==> src/logic/decoder_pkg.sv <==
package decoder_pkg;

    typedef logic [15:0] word_t;

    // instruction codes, low byte of the instruction word
    typedef enum logic [7:0] {
        NOP    = 8'h00,
        MOV_RR = 8'h01,
        LOAD   = 8'h02,
        ADD_RR = 8'h10,
        ADD_RI = 8'h11,
        SUB_RR = 8'h12,
        SUB_RI = 8'h13,
        AND_RR = 8'h14,
        AND_RI = 8'h15,
        OR_RR  = 8'h16,
        OR_RI  = 8'h17,
        XOR_RR = 8'h18,
        XOR_RI = 8'h19,
        INC    = 8'h20,
        DEC    = 8'h21,
        JMP    = 8'h30
    } opcode_t;

    // 1..6 select registers A..F
    typedef logic [3:0] reg_sel_t;

    localparam reg_sel_t REG_NULL = 4'h0;
    localparam reg_sel_t IMM_SEL  = 4'h8;

    typedef struct packed {
        logic [11:0] unused;
        reg_sel_t    sel;
    } reg_arg_t;

    // an argument is either a register selector or an immediate/address
    typedef union packed {
        word_t    raw;
        reg_arg_t regsel;
    } arg_word_u;

    typedef struct packed {
        opcode_t   opcode;
        arg_word_u arga;
        arg_word_u argb;
    } inst_bundle_t;

    typedef struct packed {
        logic set;
        logic out;
        logic lock;
    } pc_code_t;

    typedef enum logic [2:0] {
        MODE_RR   = 3'b000,
        MODE_IMM  = 3'b010,
        MODE_LOAD = 3'b100
    } alu_mode_t;

    typedef struct packed {
        logic [7:0] op;
        reg_sel_t   sel_b;
        reg_sel_t   sel_a;
        alu_mode_t  mode;
    } alu_code_t;

    typedef struct packed {
        pc_code_t  pc;
        logic      addr_en;
        alu_code_t alu;
        word_t     addr;
        word_t     data;
    } control_word_t;

    // number of argument words following the instruction word
    function automatic logic [1:0] arg_count(opcode_t op);
        case (op)
            INC, DEC, JMP: return 2'd1;
            MOV_RR, LOAD,
            ADD_RR, ADD_RI, SUB_RR, SUB_RI, AND_RR, AND_RI,
            OR_RR, OR_RI, XOR_RR, XOR_RI: return 2'd2;
            default: return 2'd0;
        endcase
    endfunction

endpackage

==> src/logic/word_collector.sv <==
`timescale 1ns/1ps

module word_collector (
    input  logic                        clk,
    input  logic                        n_rst,
    input  logic                        i_word_req,
    input  decoder_pkg::word_t          i_word,
    output logic                        o_word_ack,
    output decoder_pkg::inst_bundle_t   o_bundle,
    output logic                        o_bundle_valid,
    input  logic                        i_enc_ready
);
    import decoder_pkg::*;

    typedef enum logic {
        W_IDLE,
        W_ACK
    } wstate_t;

    wstate_t    state;
    logic [1:0] cnt;
    opcode_t    op_in;
    logic [1:0] need;
    logic       last;
    logic       keep;
    logic       capture;

    // upper byte of the instruction word is ignored
    assign op_in = opcode_t'(i_word[7:0]);

    // argument count of the instruction being assembled
    assign need = (cnt == 2'd0) ? arg_count(op_in) : arg_count(o_bundle.opcode);
    assign last = (cnt == need);
    // zero-argument opcodes are NOP or unknown and get dropped
    assign keep = (need != 2'd0);

    // a finished bundle that is not taken blocks the next word
    assign capture = i_word_req && !o_word_ack && (!o_bundle_valid || i_enc_ready);

    assign o_word_ack = (state == W_ACK);

    always_ff @(posedge clk or negedge n_rst) begin
        if (!n_rst) begin
            state <= W_IDLE;
        end else begin
            case (state)
                W_IDLE: if (capture) state <= W_ACK;
                W_ACK:  if (!i_word_req) state <= W_IDLE;
                default: state <= W_IDLE;
            endcase
        end
    end

    always_ff @(posedge clk or negedge n_rst) begin
        if (!n_rst) begin
            cnt            <= 2'd0;
            o_bundle_valid <= 1'b0;
        end else begin
            if (o_bundle_valid && i_enc_ready) begin
                o_bundle_valid <= 1'b0;
            end
            if (capture) begin
                if (last) begin
                    cnt <= 2'd0;
                    if (keep) begin
                        o_bundle_valid <= 1'b1;
                    end
                end else begin
                    cnt <= cnt + 2'd1;
                end
            end
        end
    end

    // word slot chosen by the counter
    always_ff @(posedge clk) begin
        if (capture) begin
            case (cnt)
                2'd0:    o_bundle.opcode   <= op_in;
                2'd1:    o_bundle.arga.raw <= i_word;
                default: o_bundle.argb.raw <= i_word;
            endcase
        end
    end

endmodule

==> src/logic/control_encoder.sv <==
`timescale 1ns/1ps

module control_encoder (
    input  logic                        clk,
    input  logic                        n_rst,
    input  decoder_pkg::inst_bundle_t   i_bundle,
    input  logic                        i_bundle_valid,
    output logic                        o_enc_ready,
    output decoder_pkg::control_word_t  o_ctrl,
    output logic                        o_ctrl_valid,
    input  logic                        i_issue_ready
);
    import decoder_pkg::*;

    control_word_t enc;
    logic          accept;

    // one output slot, free when empty or being drained
    assign o_enc_ready = !o_ctrl_valid || i_issue_ready;
    assign accept      = i_bundle_valid && o_enc_ready;

    always_comb begin
        enc        = '0;
        enc.alu.op = i_bundle.opcode;
        enc.pc.out = 1'b1;
        case (i_bundle.opcode)
            MOV_RR, ADD_RR, SUB_RR, AND_RR, OR_RR, XOR_RR: begin
                enc.alu.sel_a = i_bundle.arga.regsel.sel;
                enc.alu.sel_b = i_bundle.argb.regsel.sel;
                enc.alu.mode  = MODE_RR;
            end
            ADD_RI, SUB_RI, AND_RI, OR_RI, XOR_RI: begin
                enc.alu.sel_a = i_bundle.arga.regsel.sel;
                enc.alu.sel_b = IMM_SEL;
                enc.alu.mode  = MODE_IMM;
                enc.data      = i_bundle.argb.raw;
            end
            LOAD: begin
                // destination register comes first, value second
                enc.alu.sel_a = REG_NULL;
                enc.alu.sel_b = i_bundle.arga.regsel.sel;
                enc.alu.mode  = MODE_LOAD;
                enc.data      = i_bundle.argb.raw;
            end
            INC, DEC: begin
                enc.alu.sel_a = i_bundle.arga.regsel.sel;
                enc.alu.sel_b = REG_NULL;
                enc.alu.mode  = MODE_RR;
            end
            JMP: begin
                enc.alu     = '0;
                enc.pc.set  = 1'b1;
                enc.pc.out  = 1'b1;
                enc.addr_en = 1'b1;
                enc.addr    = i_bundle.arga.raw;
            end
            default: begin
                enc = '0;
            end
        endcase
    end

    always_ff @(posedge clk or negedge n_rst) begin
        if (!n_rst) begin
            o_ctrl_valid <= 1'b0;
        end else if (accept) begin
            o_ctrl_valid <= 1'b1;
        end else if (i_issue_ready) begin
            o_ctrl_valid <= 1'b0;
        end
    end

    always_ff @(posedge clk) begin
        if (accept) begin
            o_ctrl <= enc;
        end
    end

endmodule

==> src/logic/control_issue.sv <==
`timescale 1ns/1ps

module control_issue #(
    parameter int ISSUE_DEPTH = 2
) (
    input  logic                        clk,
    input  logic                        n_rst,
    input  decoder_pkg::control_word_t  i_ctrl,
    input  logic                        i_ctrl_valid,
    output logic                        o_issue_ready,
    output logic                        o_ctrl_req,
    output decoder_pkg::control_word_t  o_ctrl,
    input  logic                        i_ctrl_ack
);
    import decoder_pkg::*;

    localparam int PTR_W = (ISSUE_DEPTH > 1) ? $clog2(ISSUE_DEPTH) : 1;
    localparam int CNT_W = $clog2(ISSUE_DEPTH + 1);

    typedef enum logic [1:0] {
        I_IDLE,
        I_REQ,
        I_WAIT
    } istate_t;

    control_word_t    mem [ISSUE_DEPTH];
    logic [PTR_W-1:0] wr_ptr;
    logic [PTR_W-1:0] rd_ptr;
    logic [CNT_W-1:0] count;
    istate_t          state;
    logic             push;
    logic             pop;
    logic             start;

    assign o_issue_ready = (count != CNT_W'(ISSUE_DEPTH));
    assign push          = i_ctrl_valid && o_issue_ready;
    // the head leaves on the rising ack
    assign pop           = (state == I_REQ) && i_ctrl_ack;
    // a new request only once the previous ack is low again
    assign start = (count != '0) &&
                   ((state == I_IDLE) || ((state == I_WAIT) && !i_ctrl_ack));

    assign o_ctrl_req = (state == I_REQ);

    always_ff @(posedge clk or negedge n_rst) begin
        if (!n_rst) begin
            state <= I_IDLE;
        end else begin
            case (state)
                I_IDLE: if (start) state <= I_REQ;
                I_REQ:  if (i_ctrl_ack) state <= I_WAIT;
                I_WAIT: begin
                    if (!i_ctrl_ack) begin
                        state <= start ? I_REQ : I_IDLE;
                    end
                end
                default: state <= I_IDLE;
            endcase
        end
    end

    always_ff @(posedge clk or negedge n_rst) begin
        if (!n_rst) begin
            wr_ptr <= '0;
            rd_ptr <= '0;
            count  <= '0;
        end else begin
            if (push) begin
                wr_ptr <= (wr_ptr == PTR_W'(ISSUE_DEPTH - 1)) ? '0 : wr_ptr + 1'b1;
            end
            if (pop) begin
                rd_ptr <= (rd_ptr == PTR_W'(ISSUE_DEPTH - 1)) ? '0 : rd_ptr + 1'b1;
            end
            case ({push, pop})
                2'b10:   count <= count + 1'b1;
                2'b01:   count <= count - 1'b1;
                default: count <= count;
            endcase
        end
    end

    always_ff @(posedge clk) begin
        if (push) begin
            mem[wr_ptr] <= i_ctrl;
        end
    end

    // output copy keeps o_ctrl steady after the head is popped
    always_ff @(posedge clk) begin
        if (start) begin
            o_ctrl <= mem[rd_ptr];
        end
    end

endmodule

==> src/logic/inst_decoder.sv <==
`timescale 1ns/1ps

module inst_decoder #(
    parameter int ISSUE_DEPTH = 2
) (
    input  logic                        clk,
    input  logic                        n_rst,
    input  logic                        i_word_req,
    input  decoder_pkg::word_t          i_word,
    output logic                        o_word_ack,
    output logic                        o_ctrl_req,
    output decoder_pkg::control_word_t  o_ctrl,
    input  logic                        i_ctrl_ack
);
    import decoder_pkg::*;

    inst_bundle_t  bundle;
    logic          bundle_valid;
    logic          enc_ready;
    control_word_t ctrl;
    logic          ctrl_valid;
    logic          issue_ready;

    word_collector word_collector_inst (
        .clk            (clk),
        .n_rst          (n_rst),
        .i_word_req     (i_word_req),
        .i_word         (i_word),
        .o_word_ack     (o_word_ack),
        .o_bundle       (bundle),
        .o_bundle_valid (bundle_valid),
        .i_enc_ready    (enc_ready)
    );

    control_encoder control_encoder_inst (
        .clk            (clk),
        .n_rst          (n_rst),
        .i_bundle       (bundle),
        .i_bundle_valid (bundle_valid),
        .o_enc_ready    (enc_ready),
        .o_ctrl         (ctrl),
        .o_ctrl_valid   (ctrl_valid),
        .i_issue_ready  (issue_ready)
    );

    control_issue #(
        .ISSUE_DEPTH (ISSUE_DEPTH)
    ) control_issue_inst (
        .clk           (clk),
        .n_rst         (n_rst),
        .i_ctrl        (ctrl),
        .i_ctrl_valid  (ctrl_valid),
        .o_issue_ready (issue_ready),
        .o_ctrl_req    (o_ctrl_req),
        .o_ctrl        (o_ctrl),
        .i_ctrl_ack    (i_ctrl_ack)
    );

endmodule

==> config.mk <==
export PLATFORM = sky130hd
export DESIGN_NAME = inst_decoder
export DESIGN_NICKNAME = d
export VERILOG_FILES = /design/src/logic/decoder_pkg.sv /design/src/logic/word_collector.sv /design/src/logic/control_encoder.sv /design/src/logic/control_issue.sv /design/src/logic/inst_decoder.sv
export SDC_FILE = /design/constraint.sdc
export NUM_CORES = 1
export LEC_CHECK = 0
export BUFFER_PORTS_ARGS = -buffer_cell sky130_fd_sc_hd__buf_2
export CAP_MARGIN = 0
export CORE_ASPECT_RATIO = 0.6
export CORE_MARGIN = 5
export CORE_UTILIZATION = 30
export CTS_CLUSTER_SIZE = 28
export DETAILED_ROUTE_END_ITERATION = 8
export SYNTH_ARGS = -nofsm -noshare
export SYNTH_HDL_FRONTEND = slang
export SYNTH_HIERARCHICAL = 1
export SYNTH_SLANG_ARGS = --single-unit
==> constraint.sdc <==
create_clock -name clk -period 4.6 [get_ports clk]
set_clock_uncertainty 0.15 [all_clocks]
set_input_delay 0.46 -clock clk [delete_from_list [all_inputs] [get_ports clk]]
set_output_delay 0.46 -clock clk [all_outputs]
set_load 0.01 [all_outputs]
# ---- Word level (Yosys, flattened, before mapping)
# Memories as Yosys holds them, arrays and structs flattened. A register that Yosys moved wholly into a read port is not among the register bits.
# Cells that the tools add are included.
dict set report word_totals {
  ff_bits 106
  ram_bits 108
  romBits 256
  inputBits 20
  output_inout_bits 57
  word_cells 115
  n_memories 3
}
dict set report classes {
  addsub 5
  n_eq_ne 25
  muxes 27
  n_bitwise 2
  n_reduce_logical 32
}
# memory depth word_bits rd rd_ports_with_merged_regs write_ports line_no
set mem_list {}
lappend mem_list {{(no name shown)} 64 2 1 1 0 decoder_pkg.sv:77} ;# case (op)
lappend mem_list {{(no name shown)} 64 2 1 0 0 decoder_pkg.sv:77}
lappend mem_list {control_issue_inst.mem 2 54 1 1 1 control_issue.sv:26} ;# control_word_t mem [ISSUE_DEPTH];
# cell n
set op_table {}
lappend op_table {{== test 8 x 5 -> 1 bit, second input constant} 10}
lappend op_table {{case mux 11 bit (4 select lines)} 1}
lappend op_table {{== test 8 x 6 -> 1 bit, second input constant} 3}
lappend op_table {{case mux 9 bit (2 select lines)} 1}
lappend op_table {{two-way mux 2 bit} 7}
lappend op_table {{OR reduction 14 bit} 1}
lappend op_table {{two-way mux 1 bit} 13}
lappend op_table {{OR reduction 6 bit} 2}
lappend op_table {{== test 8 x 1 -> 1 bit, second input constant} 1}
lappend op_table {{== test 8 x 2 -> 1 bit, second input constant} 1}
lappend op_table {{logical NOT 2 bit} 4}
lappend op_table {{case mux 2 bit (2 select lines)} 2}
lappend op_table {{nonzero test 2 bit} 4}
lappend op_table {{logical AND 1 bit} 7}
lappend op_table {{== test 2 x 1 -> 1 bit, second input constant} 3}
lappend op_table {{two-way mux 6 bit} 1}
lappend op_table {{case mux 2 bit (3 select lines)} 1}
lappend op_table {{AND reduction 2 bit} 3}
lappend op_table {{OR reduction 5 bit} 1}
lappend op_table {{adder 2 x 1 -> 2 bit, second input constant} 2}
lappend op_table {{== test 2 bit, second input constant} 2}
lappend op_table {{logical NOT 1 bit} 4}
lappend op_table {{inequality test 2 x 1 -> 1 bit, second input constant} 2}
lappend op_table {{inequality test 2 bit, second input constant} 2}
lappend op_table {{8 further kinds} 13}

# ---- Logic depth before layout (Yosys ltp)
# Gate-level depths: netlist of run 1.
dict set report depth {
  word_depth 7
  ltp_mapped 11
  mapped_depth_nobuf 10
}

# ---- By module
# Netlist of run 1, hierarchy kept.
# module instances cells_per_inst area_each_um2 seq_area_each_um2
set modules_own_cells {}
lappend modules_own_cells {control_issue 1 251 6077.1 5104.9}
lappend modules_own_cells {control_encoder 1 147 2280.9 1586.5}
lappend modules_own_cells {word_collector 1 110 1800.5 1341.3}

# ---- Worst setup path after synthesis of run 1
# No wires, ideal clock.
dict set report synth_timing {
  path_kind {reg2reg}
  start {register control_issue_inst.count[0]}
  end {memory control_issue_inst/mem[0][0] (netlist bit) (enable)}
  setup_ps 468
  arrival_ps 2931
  required_time_ps 3982
  path_slack_ps 1051
  path_stages_with_launch 4
  path_buffers 0
  synth_period_minus_slack_ps 3549
  path_cell_list {dfrtp_1 nand2b_1 nand2_1 nor2_1}
}
dict set report synth_via {
  elab_chain_len 4
}
# item line_no
set synth_lines {}
lappend synth_lines {{start: declaration} control_issue.sv:29} ;# logic [CNT_W-1:0] count;
lappend synth_lines {{start signal: assignment} control_issue.sv:75} ;# 2'b10: count <= count + 1'b1;
lappend synth_lines {{start signal: assignment} control_issue.sv:76} ;# 2'b01: count <= count - 1'b1;
lappend synth_lines {{start signal: assignment} control_issue.sv:77} ;# default: count <= count;
lappend synth_lines {{inequality test 2 bit} control_issue.sv:35} ;# assign o_issue_ready = (count != CNT_W'(ISSUE_DEPTH));
lappend synth_lines {{net issue_ready} inst_decoder.sv:22} ;# logic issue_ready;
lappend synth_lines {{logical AND 1 bit} control_issue.sv:36} ;# assign push = i_ctrl_valid && o_issue_ready;
lappend synth_lines {{two-way mux 1 bit} control_issue.sv:83} ;# if (push) begin
lappend synth_lines {{two-way mux 1 bit (not written as such)} control_issue.sv:84} ;# mem[wr_ptr] <= i_ctrl;
lappend synth_lines {{end: declaration} control_issue.sv:26}
# The timed path passes the listed nets, and every way through them passes these cells.

# ---- Worst setup path after layout of run 1
dict set report layout_timing {
  start {register control_issue_inst.count[0]}
  end {register word_collector_inst/o_bundle[14] (netlist bit) (enable)}
}
dict set report layout_via {
  elab_chain_len 5
}
# item line_no
set layout_lines {}
lappend layout_lines {{inequality test 2 bit} control_issue.sv:35}
lappend layout_lines {{net issue_ready} inst_decoder.sv:22}
lappend layout_lines {{logical OR 1 bit} control_encoder.sv:19} ;# assign o_enc_ready = !o_ctrl_valid || i_issue_ready;
lappend layout_lines {{net enc_ready} inst_decoder.sv:19} ;# logic enc_ready;
lappend layout_lines {{logical OR 1 bit} word_collector.sv:38} ;# assign capture = i_word_req && !o_word_ack && (!o_bundle_valid || i_enc_ready);
lappend layout_lines {{logical AND 1 bit} word_collector.sv:38}
lappend layout_lines {{AND reduction 2 bit (no source line)} -}
lappend layout_lines {{end: declaration} word_collector.sv:9} ;# output decoder_pkg::inst_bundle_t o_bundle,
# The timed path passes the listed nets, and every way through them passes these cells.
# A chain may end at the register's enable or synchronous reset.

==> out/metrics.sh, run 1 <==
REMAINING_GLOBAL_ROUTE_OVERFLOW=0
MIN_DELAY_PATH_DEPTH=3
WL_PER_CELL_UM=17.2
ANTENNA_CELLS=0
P_LEAK_nW=4.02
PLACED_CELLS=1034
CRITICALPATHCATEGORY='reg -> reg'
REG2REGPATHDEPTH=6
PART_OF_THE_YOSYS_AREA_USED_FOR_SEQUENTIAL_ELEMENTS_PCT=79.1
AVGSYNTHCELLAREA_UM2=20.0
CLK_LATENCY_PS=530
FLOORPLAN.DIE.HEIGHT_UM=153
NUM_VIAS=4591
POST-ROUTE-WORST-SETUP-SLACK_PS=1930
PORT-BUFFER-COUNT=76
TIMING.REG2REG.SETUP_SLACK_PS=1930
CRITICAL_PATH_REQUIRED_PS=4690
CLOCK_SINK_COUNT=270
POST-ROUTE-CELL-AREA_UM2=12000
CLOCK_TREE.ROOT_CELL='sky130_fd_sc_hd__clkbuf_16'
VDD_IR_DROP_MAX_mV=0.212
TIMING.RR.START='control_issue_inst/count[0]'
CTSHTREEMAXLEVEL=1
GRT_MAX_DEGREE=57
WORST_SLEW_PIN_SLEW_PS=1070
CLK_TRANSITION_REPORTED_PATHS_PS=70
CTS-BUFFERS-INSERTED=26
UNREPAIRED_SETUP_ENDPOINTS_AFTER_GLOBAL_ROUTING='no'
DP_SLACK_PS=1960
TIMING.MAX_SLEW.REL_SLACK_PCT=28.4
HPWL_UM=11700
DRT_DRC_VIOLATIONS_LEFT=0
TIMING.FINAL.CRIT_SHARE_PCT=58.1
ROWS=52
CTS_REPAIR_RESIZE_COUNT=0
DRT_ITER0_DRC=366
CP_DATA_ARRIVAL_TIME_PS=2760
ANTENNA_LEFT=0
FINAL_LAYOUT_SIZE_SUFFIX_GT1_SHARE_PCT=31.9
SLOWEST_STAGE_CELL_CP='sky130_fd_sc_hd__nor3b_2'
HOLD_VIOL_FINAL=0
PATH_CELLS='nand2b_1, nand2b_1, nand2b_1, and2_1, nor3b_2, buf_4'
LAYOUT_COMMON_CELLS='sky130_fd_sc_hd__edfxtp_1 (257), sky130_fd_sc_hd__buf_2 (76), sky130_fd_sc_hd__mux2_4 (41), sky130_fd_sc_hd__clkbuf_16 (27), sky130_fd_sc_hd__and2_1 (18)'
START_UTIL_PCT=30.3
GRT_ANTENNA_BEFORE_REPAIR=0
FINAL-MAX-SLEW-VIOLATION-COUNT=0
DIEAREA_UM2=37800
NUMBER_OF_ENABLE_TYPE_REGISTER_CELLS_IN_THE_SYNTHESIZED_NETLIST=257
TOTAL_POWER_mW=6.18
HOLD-WORST-SLACK_PS=48.9
REG2REG_TO='word_collector_inst/o_bundle[14]'
POWER_PER_CELL_AREA_nW_PER_UM2=516
FIN_TNS_SETUP_PS=0
CTS_TREE='done'
SYNTH_TOP_FLOP_CELL='sky130_fd_sc_hd__edfxtp_1'
WORST-PATH-MAX-FANOUT=9
LAYOUT.CELLS.MOST_COMMON='sky130_fd_sc_hd__edfxtp_1'
DETAILED_ROUTER_ITERATION_COUNT_BEFORE_ANTENNA_REPAIR=4
MAX_CAP_VIOLS=0
SYNTHESIS.INSTANCES=508
CLK_PATH_BUF_DEPTH=3
FINALNETCOUNT=639
CRITICAL-PATH-MAX-STAGE-DELAY_PS=680
CORE_AREA_UM2=33600
ASYNC_S_R_FF_SHARE_SYNTH_PCT=4.07
GLOBALROUTETOTALUTIL_PCT=9.89
FINALNONFILLERCELLS=1090
VIA_PER_INST=4.21
ROUTED_WL_UM=18800
YS.WARNINGS.COUNT=6
AREA.GROWTH.SYNTH_TO_FINAL_PCT=17.9
FINAL_CORE_UTILIZATION_PCT=35.7
GRT_FIRST_PASS_WIRELENGTH_UM=29000
PLACE_AREA_UM2=11100
FINALSETUPVIOLATIONS=0
SYNTH.CELL_AREA_UM2=10200
FIRST_GLOBAL_VIAS=4735
TOP_LEVEL_PORTS=77
WORST_HOLD_PATH_TYPE='in -> reg'
CRITICAL_PATH.MOST_COMMON_CELL='sky130_fd_sc_hd__nand2b_1'
FMAX_MHz=374
RUN_STATUS='completed'
SYNTH.FF_LATCH_COUNT=270
HOLDPATHEND='control_issue_inst/state[1]'
COUNT_OF_UNIQUE_LIBRARY_CELLS_INSTANTIATED_BY_YOSYS=54
DIE-WIDTH_UM=248
FIN_CRIT_PS=2670
CRITICAL_PATH.ENDPOINT_TYPE='flip-flop'
GP_ROUTABILITY_CONGESTION=0.767
TIMING.HOLD.WORST.START='i_ctrl_ack'
START_KIND='flip-flop'
critical path, delay by kind of cell (launching register included):
family / cells / cell delay [ps]
AND/OR/NAND/NOR: 5 / 1510
buffers and inverters: 1 / 300
flip-flops: 1 / 410
sequential cells by signal, indices dropped and copies added (netlist names), 2 cells and up, named ones only:
name and count:
control_issue_inst/mem 110, control_issue_inst/o_ctrl 55, control_encoder_inst/o_ctrl 52, word_collector_inst/o_bundle 40
control_issue_inst/count 2, control_issue_inst/state 2, word_collector_inst/cnt 2
synth_stat cells (all sizes together) (3+ instances only):
cell type,count,share of area (%)
o211ai,3,0.22
nand2b,5,0.31
edfxtp,257,76
mux2i,3,0.30
and2,20,1.2
inv,12,0.44
buf,14,1.2
nor2,12,0.44
ha,5,0.62
mux2,56,7.7
a21boi,22,1.9
nand3,17,1.0
nand4b,4,0.34
nor4b,3,0.55
nor3b,5,0.53
and3,4,0.25
o21ai,4,0.20
clkbuf,4,0.17
xnor2,7,0.60
nor2b,4,0.39
a21oi,7,0.34
dfrtp,11,2.7
nand2,6,0.22
layout make-up:
cell class              instances  area (µm²)
clock buffers                  33         698
clock inverters                12         116
fillers                      3195       21600
inverters                      12        45.0
multi-input cells             211        1970
flip-flops and latches        270        8040
well taps                     459         574
repair buffers                 93         536
cells by family after synthesis:
family / share of synthesized area, %
flip-flops: 79.1
AND/OR/NAND/NOR: 6.01
multiplexers: 8.02
AO/OA/AOI/OAI: 3.63
buffers and inverters: 1.84
XOR/XNOR: 0.776
adder cells (fa/ha/maj): 0.616
other: 0.0369
how the worst max path moves through the flow:
stage                                                start                                to  slack [ps]  cells past startpoint
after detailed placement       control_issue_inst/count[0]  word_collector_inst/o_bundle[13]        1960                      6
after global placement         control_issue_inst/count[0]  word_collector_inst/o_bundle[13]        2030                      6
after floorplan                control_issue_inst/count[0]      control_issue_inst/mem[0][0]        1050                      3
after CTS                      control_issue_inst/count[0]   word_collector_inst/o_bundle[0]        1930                      6
after global routing      word_collector_inst/o_bundle[38]    control_encoder_inst/o_ctrl[1]        1720                      3
final                          control_issue_inst/count[0]  word_collector_inst/o_bundle[14]        1930                      6
timing repair:
item                                   4_1_cts  5_1_grt
hold buffers                                11        0
setup buffers                                0        0
endpoints found under the hold margin       30        0
per-layer routing:
layer / GRT usage [%] / wire [µm] / vias to the layer above
li1: - / - / 2166
met1: 14.4 / 9170 / 2320
met2: 14.5 / 8190 / 76
met3: 3.05 / 977 / 29
met4: 2.38 / 442 / 0
met5: 0 / 0 / -
where the power goes:
| group | internal (mW) | switching, mW | total, mW |
|---|---|---|---|
| registers | 3.01 | 0.225 | 3.23 |
| clock network | 1.18 | 0.881 | 2.07 |
| logic | 0.450 | 0.434 | 0.884 |
| total | 4.64 | 1.54 | 6.18 |
No activity file was read; power rests on OpenSTA's default activity.
==> run 2: changes to the inputs <==
==> constraint.sdc (replaced) <==
create_clock -name clk -period 2.49 [get_ports clk]
set_clock_uncertainty 0.15 [all_clocks]
set_input_delay 0.249 -clock clk [delete_from_list [all_inputs] [get_ports clk]]
set_output_delay 0.249 -clock clk [all_outputs]
set_load 0.01 [all_outputs]
==> out/metrics.sh, run 2 (synthesis results as in run 1) <==
RUN_STATUS='completed'
DETAILED_ROUTER_ITERATION_COUNT_BEFORE_ANTENNA_REPAIR=4  # unchanged
GRT_FIRST_PASS_WIRELENGTH_UM=28900  # -0.45%
NFILLCELLS=3142  # -1.7%
GR-MAX-USAGE-LAYER='met1'
HOLD-WORST-SLACK_PS=293  # +244 ps
FINAL_LAYOUT_SIZE_SUFFIX_GT1_SHARE_PCT=33.0  # +1.1 points
TIMING.HOLD.WORST.START='control_encoder_inst/o_ctrl[49]'
FIN_TNS_SETUP_PS=0  # unchanged
CORE_AREA_UM2=33600  # unchanged
LAYOUT_COMMON_CELLS='sky130_fd_sc_hd__edfxtp_1 (257), sky130_fd_sc_hd__buf_2 (76), sky130_fd_sc_hd__mux2_4 (41), sky130_fd_sc_hd__clkbuf_16 (27), sky130_fd_sc_hd__dlygate4sd3_1 (20)'
GRT_MAX_DEGREE=56  # -1.8%
PATH_CELLS='nand2b_1, nand2b_1, nand2b_1, nand3_2, nor2_1, a21oi_1, ha_1, inv_1, nor3b_2, o21a_1'
WL_PER_CELL_UM=16.2  # -5.8%
HOLD_VIOL_FINAL=0  # unchanged
DP_SLACK_PS=267  # -1690 ps
TIMING.REG2REG.SETUP_SLACK_PS=250  # -1680 ps
GLOBALROUTETOTALUTIL_PCT=9.65  # -0.24 points
WORST-PATH-MAX-FANOUT=11  # +2
VIA_PER_INST=4.16  # -1.1%
TOTAL_POWER_mW=11.7  # +88%
CLK_PATH_BUF_DEPTH=3  # unchanged
FINALNETCOUNT=658  # +3.0%
MAX_CAP_VIOLS=0  # unchanged
PLACED_CELLS=1043  # +0.87%
MIN_DELAY_PATH_DEPTH=0  # -3
REMAINING_GLOBAL_ROUTE_OVERFLOW=0  # unchanged
CTS-BUFFERS-INSERTED=27  # +3.8%
ANTENNA_LEFT=0  # unchanged
NUM_VIAS=4630  # +0.85%
AREA.GROWTH.SYNTH_TO_FINAL_PCT=20.3
LARGEST_REG_FLOPS=110  # unchanged
GP_ROUTABILITY_CONGESTION=0.752  # -1.9%
CRITICAL-PATH-MAX-STAGE-DELAY_PS=410  # -270 ps
MET1_USAGE_PCT=14.5  # +0.042 points
MULTIINPUTGATEAREA_UM2=1970  # unchanged
LAYOUT.CELLS.MOST_COMMON='sky130_fd_sc_hd__edfxtp_1'
CRITICAL_PATH.ENDPOINT_TYPE='flip-flop'
FINAL-MAX-SLEW-VIOLATION-COUNT=0  # unchanged
HOLDPATHEND='control_issue_inst/mem[1][49]'
REG.LARGEST.LIST='control_issue_inst/mem (110), control_issue_inst/o_ctrl (55), control_encoder_inst/o_ctrl (52)'
FINALNONFILLERCELLS=1112  # +2.0%
ROUTED_WL_UM=18000  # -3.9%
CLOCK_SINK_COUNT=270  # unchanged
DIEAREA_UM2=37800  # unchanged
DIE-WIDTH_UM=248  # unchanged
CLK_LATENCY_PS=530  # about the same
FINAL_CORE_UTILIZATION_PCT=36.4  # +0.71 points
TIMING.MAX_SLEW.REL_SLACK_PCT=43.4  # +15 points
MET2_USAGE_PCT=14.0  # -0.46 points
WORST_SLEW_PIN_SLEW_PS=849  # -224 ps
VDD_IR_DROP_MAX_mV=0.588  # +180%
POWER_PER_CELL_AREA_nW_PER_UM2=954  # +85%
CP_DATA_ARRIVAL_TIME_PS=2570  # -190 ps
DRT_ITER0_DRC=333  # -9.0%
PLACE_AREA_UM2=11100  # +0.85%
WORST_HOLD_PATH_TYPE='reg -> reg'
CRITICAL_PATH.MOST_COMMON_CELL='sky130_fd_sc_hd__nand2b_1'
START_UTIL_PCT=30.3  # unchanged
TIMING.FINAL.CRIT_SHARE_PCT=90.1  # +32 points
CTS_TREE='done'
ROWS=52  # unchanged
CRIT_START='control_issue_inst/count[0]'
REGISTER_AREA_UM2=8040  # about the same
FINALSETUPVIOLATIONS=0  # unchanged
GRT.MET3_USAGE_PCT=2.33  # -0.72 points
GRT_ANTENNA_BEFORE_REPAIR=1  # +1
FMAX_MHz=446  # +19%
FIRST_GLOBAL_VIAS=4949  # +4.5%
TIMING.RR.START='control_issue_inst/count[0]'
FIN_CRIT_PS=2240  # -430 ps
CRITICAL_PATH_REQUIRED_PS=2820  # -1870 ps
REG2REGPATHDEPTH=10  # +4
FLOORPLAN.DIE.HEIGHT_UM=153  # unchanged
HPWL_UM=11600  # -0.94%
CLOCK_TREE.ROOT_CELL='sky130_fd_sc_hd__clkbuf_16'
START_KIND='flip-flop'
TOP_LEVEL_PORTS=77  # unchanged
REGMOSTFLOPS='control_issue_inst/mem'
CRITICALPATHCATEGORY='reg -> reg'
UNREPAIRED_SETUP_ENDPOINTS_AFTER_GLOBAL_ROUTING='no'
PORT-BUFFER-COUNT=76  # unchanged
CTSHTREEMAXLEVEL=1  # unchanged
CLK_TRANSITION_REPORTED_PATHS_PS=70  # about the same
POST-ROUTE-CELL-AREA_UM2=12200  # +2.0%
P_LEAK_nW=4.14  # +3.0%
CTS_REPAIR_RESIZE_COUNT=0  # unchanged
DRT_DRC_VIOLATIONS_LEFT=0  # unchanged
POST-ROUTE-WORST-SETUP-SLACK_PS=246  # -1680 ps
SLOWEST_STAGE_CELL_CP='sky130_fd_sc_hd__dfrtp_1'
run 2: changes by cell type in the layout (fill, tap and decap cells not counted), sizes merged:
cell	before	now
inv	13	14
clkinvlp	1	0
buf	82	91
clkinv	8	12
clkbuf	33	31
dlygate4sd3	11	20
diode	0	1
bufinv	2	3
run 2: layout make-up:
| type | count | share of cell area [%] |
|---|---|---|
| sequential | 270 | 65.8 |
| multi-input combinational | 211 | 16.1 |
| timing repair buffer | 111 | 5.88 |
| clock buffer | 31 | 5.65 |
| tap | 459 | 4.70 |
| clock inverter | 17 | 1.44 |
| inverter | 12 | 0.369 |
| antenna | 1 | 0.0205 |
run 2: per-layer routing:
layer	wire (µm)	vias to the layer above
met5	0	-
met4	425	0
met3	923	28
met2	7600	87
met1	9080	2303
li1	-	2212
run 2: repair_timing:
action                                  4_1_cts  5_1_grt
hold endpoints to repair                     56        0
endpoints found under the setup margin        0        0
hold buffers                                 20        0
setup buffers                                 0        0
run 2: where the power goes:
group	leakage (nW)	switching [mW]	internal [mW]
combinational	1.37	1.03	0.875
sequential	2.34	0.206	5.57
clock	0.429	1.67	2.31
run 2: worst max path at each step:
stage | endpoint | cells after the start
global route | flip-flop | 10
floorplan | control_issue_inst/o_ctrl[0] | 1
detailed placement | word_collector_inst/o_bundle[30] | 4
global placement | flip-flop | 10
CTS | word_collector_inst/o_bundle[30] | 4
finish | flip-flop | 10
run 2: worst max-delay path, delay by kind of cell (launching register included):
family,cells,cell delay (ps)
adder cells (fa/ha/maj),1,300
AND/OR/NAND/NOR,6,1120
flip-flops,1,410
buffers and inverters,1,40
AO/OA/AOI/OAI,2,170
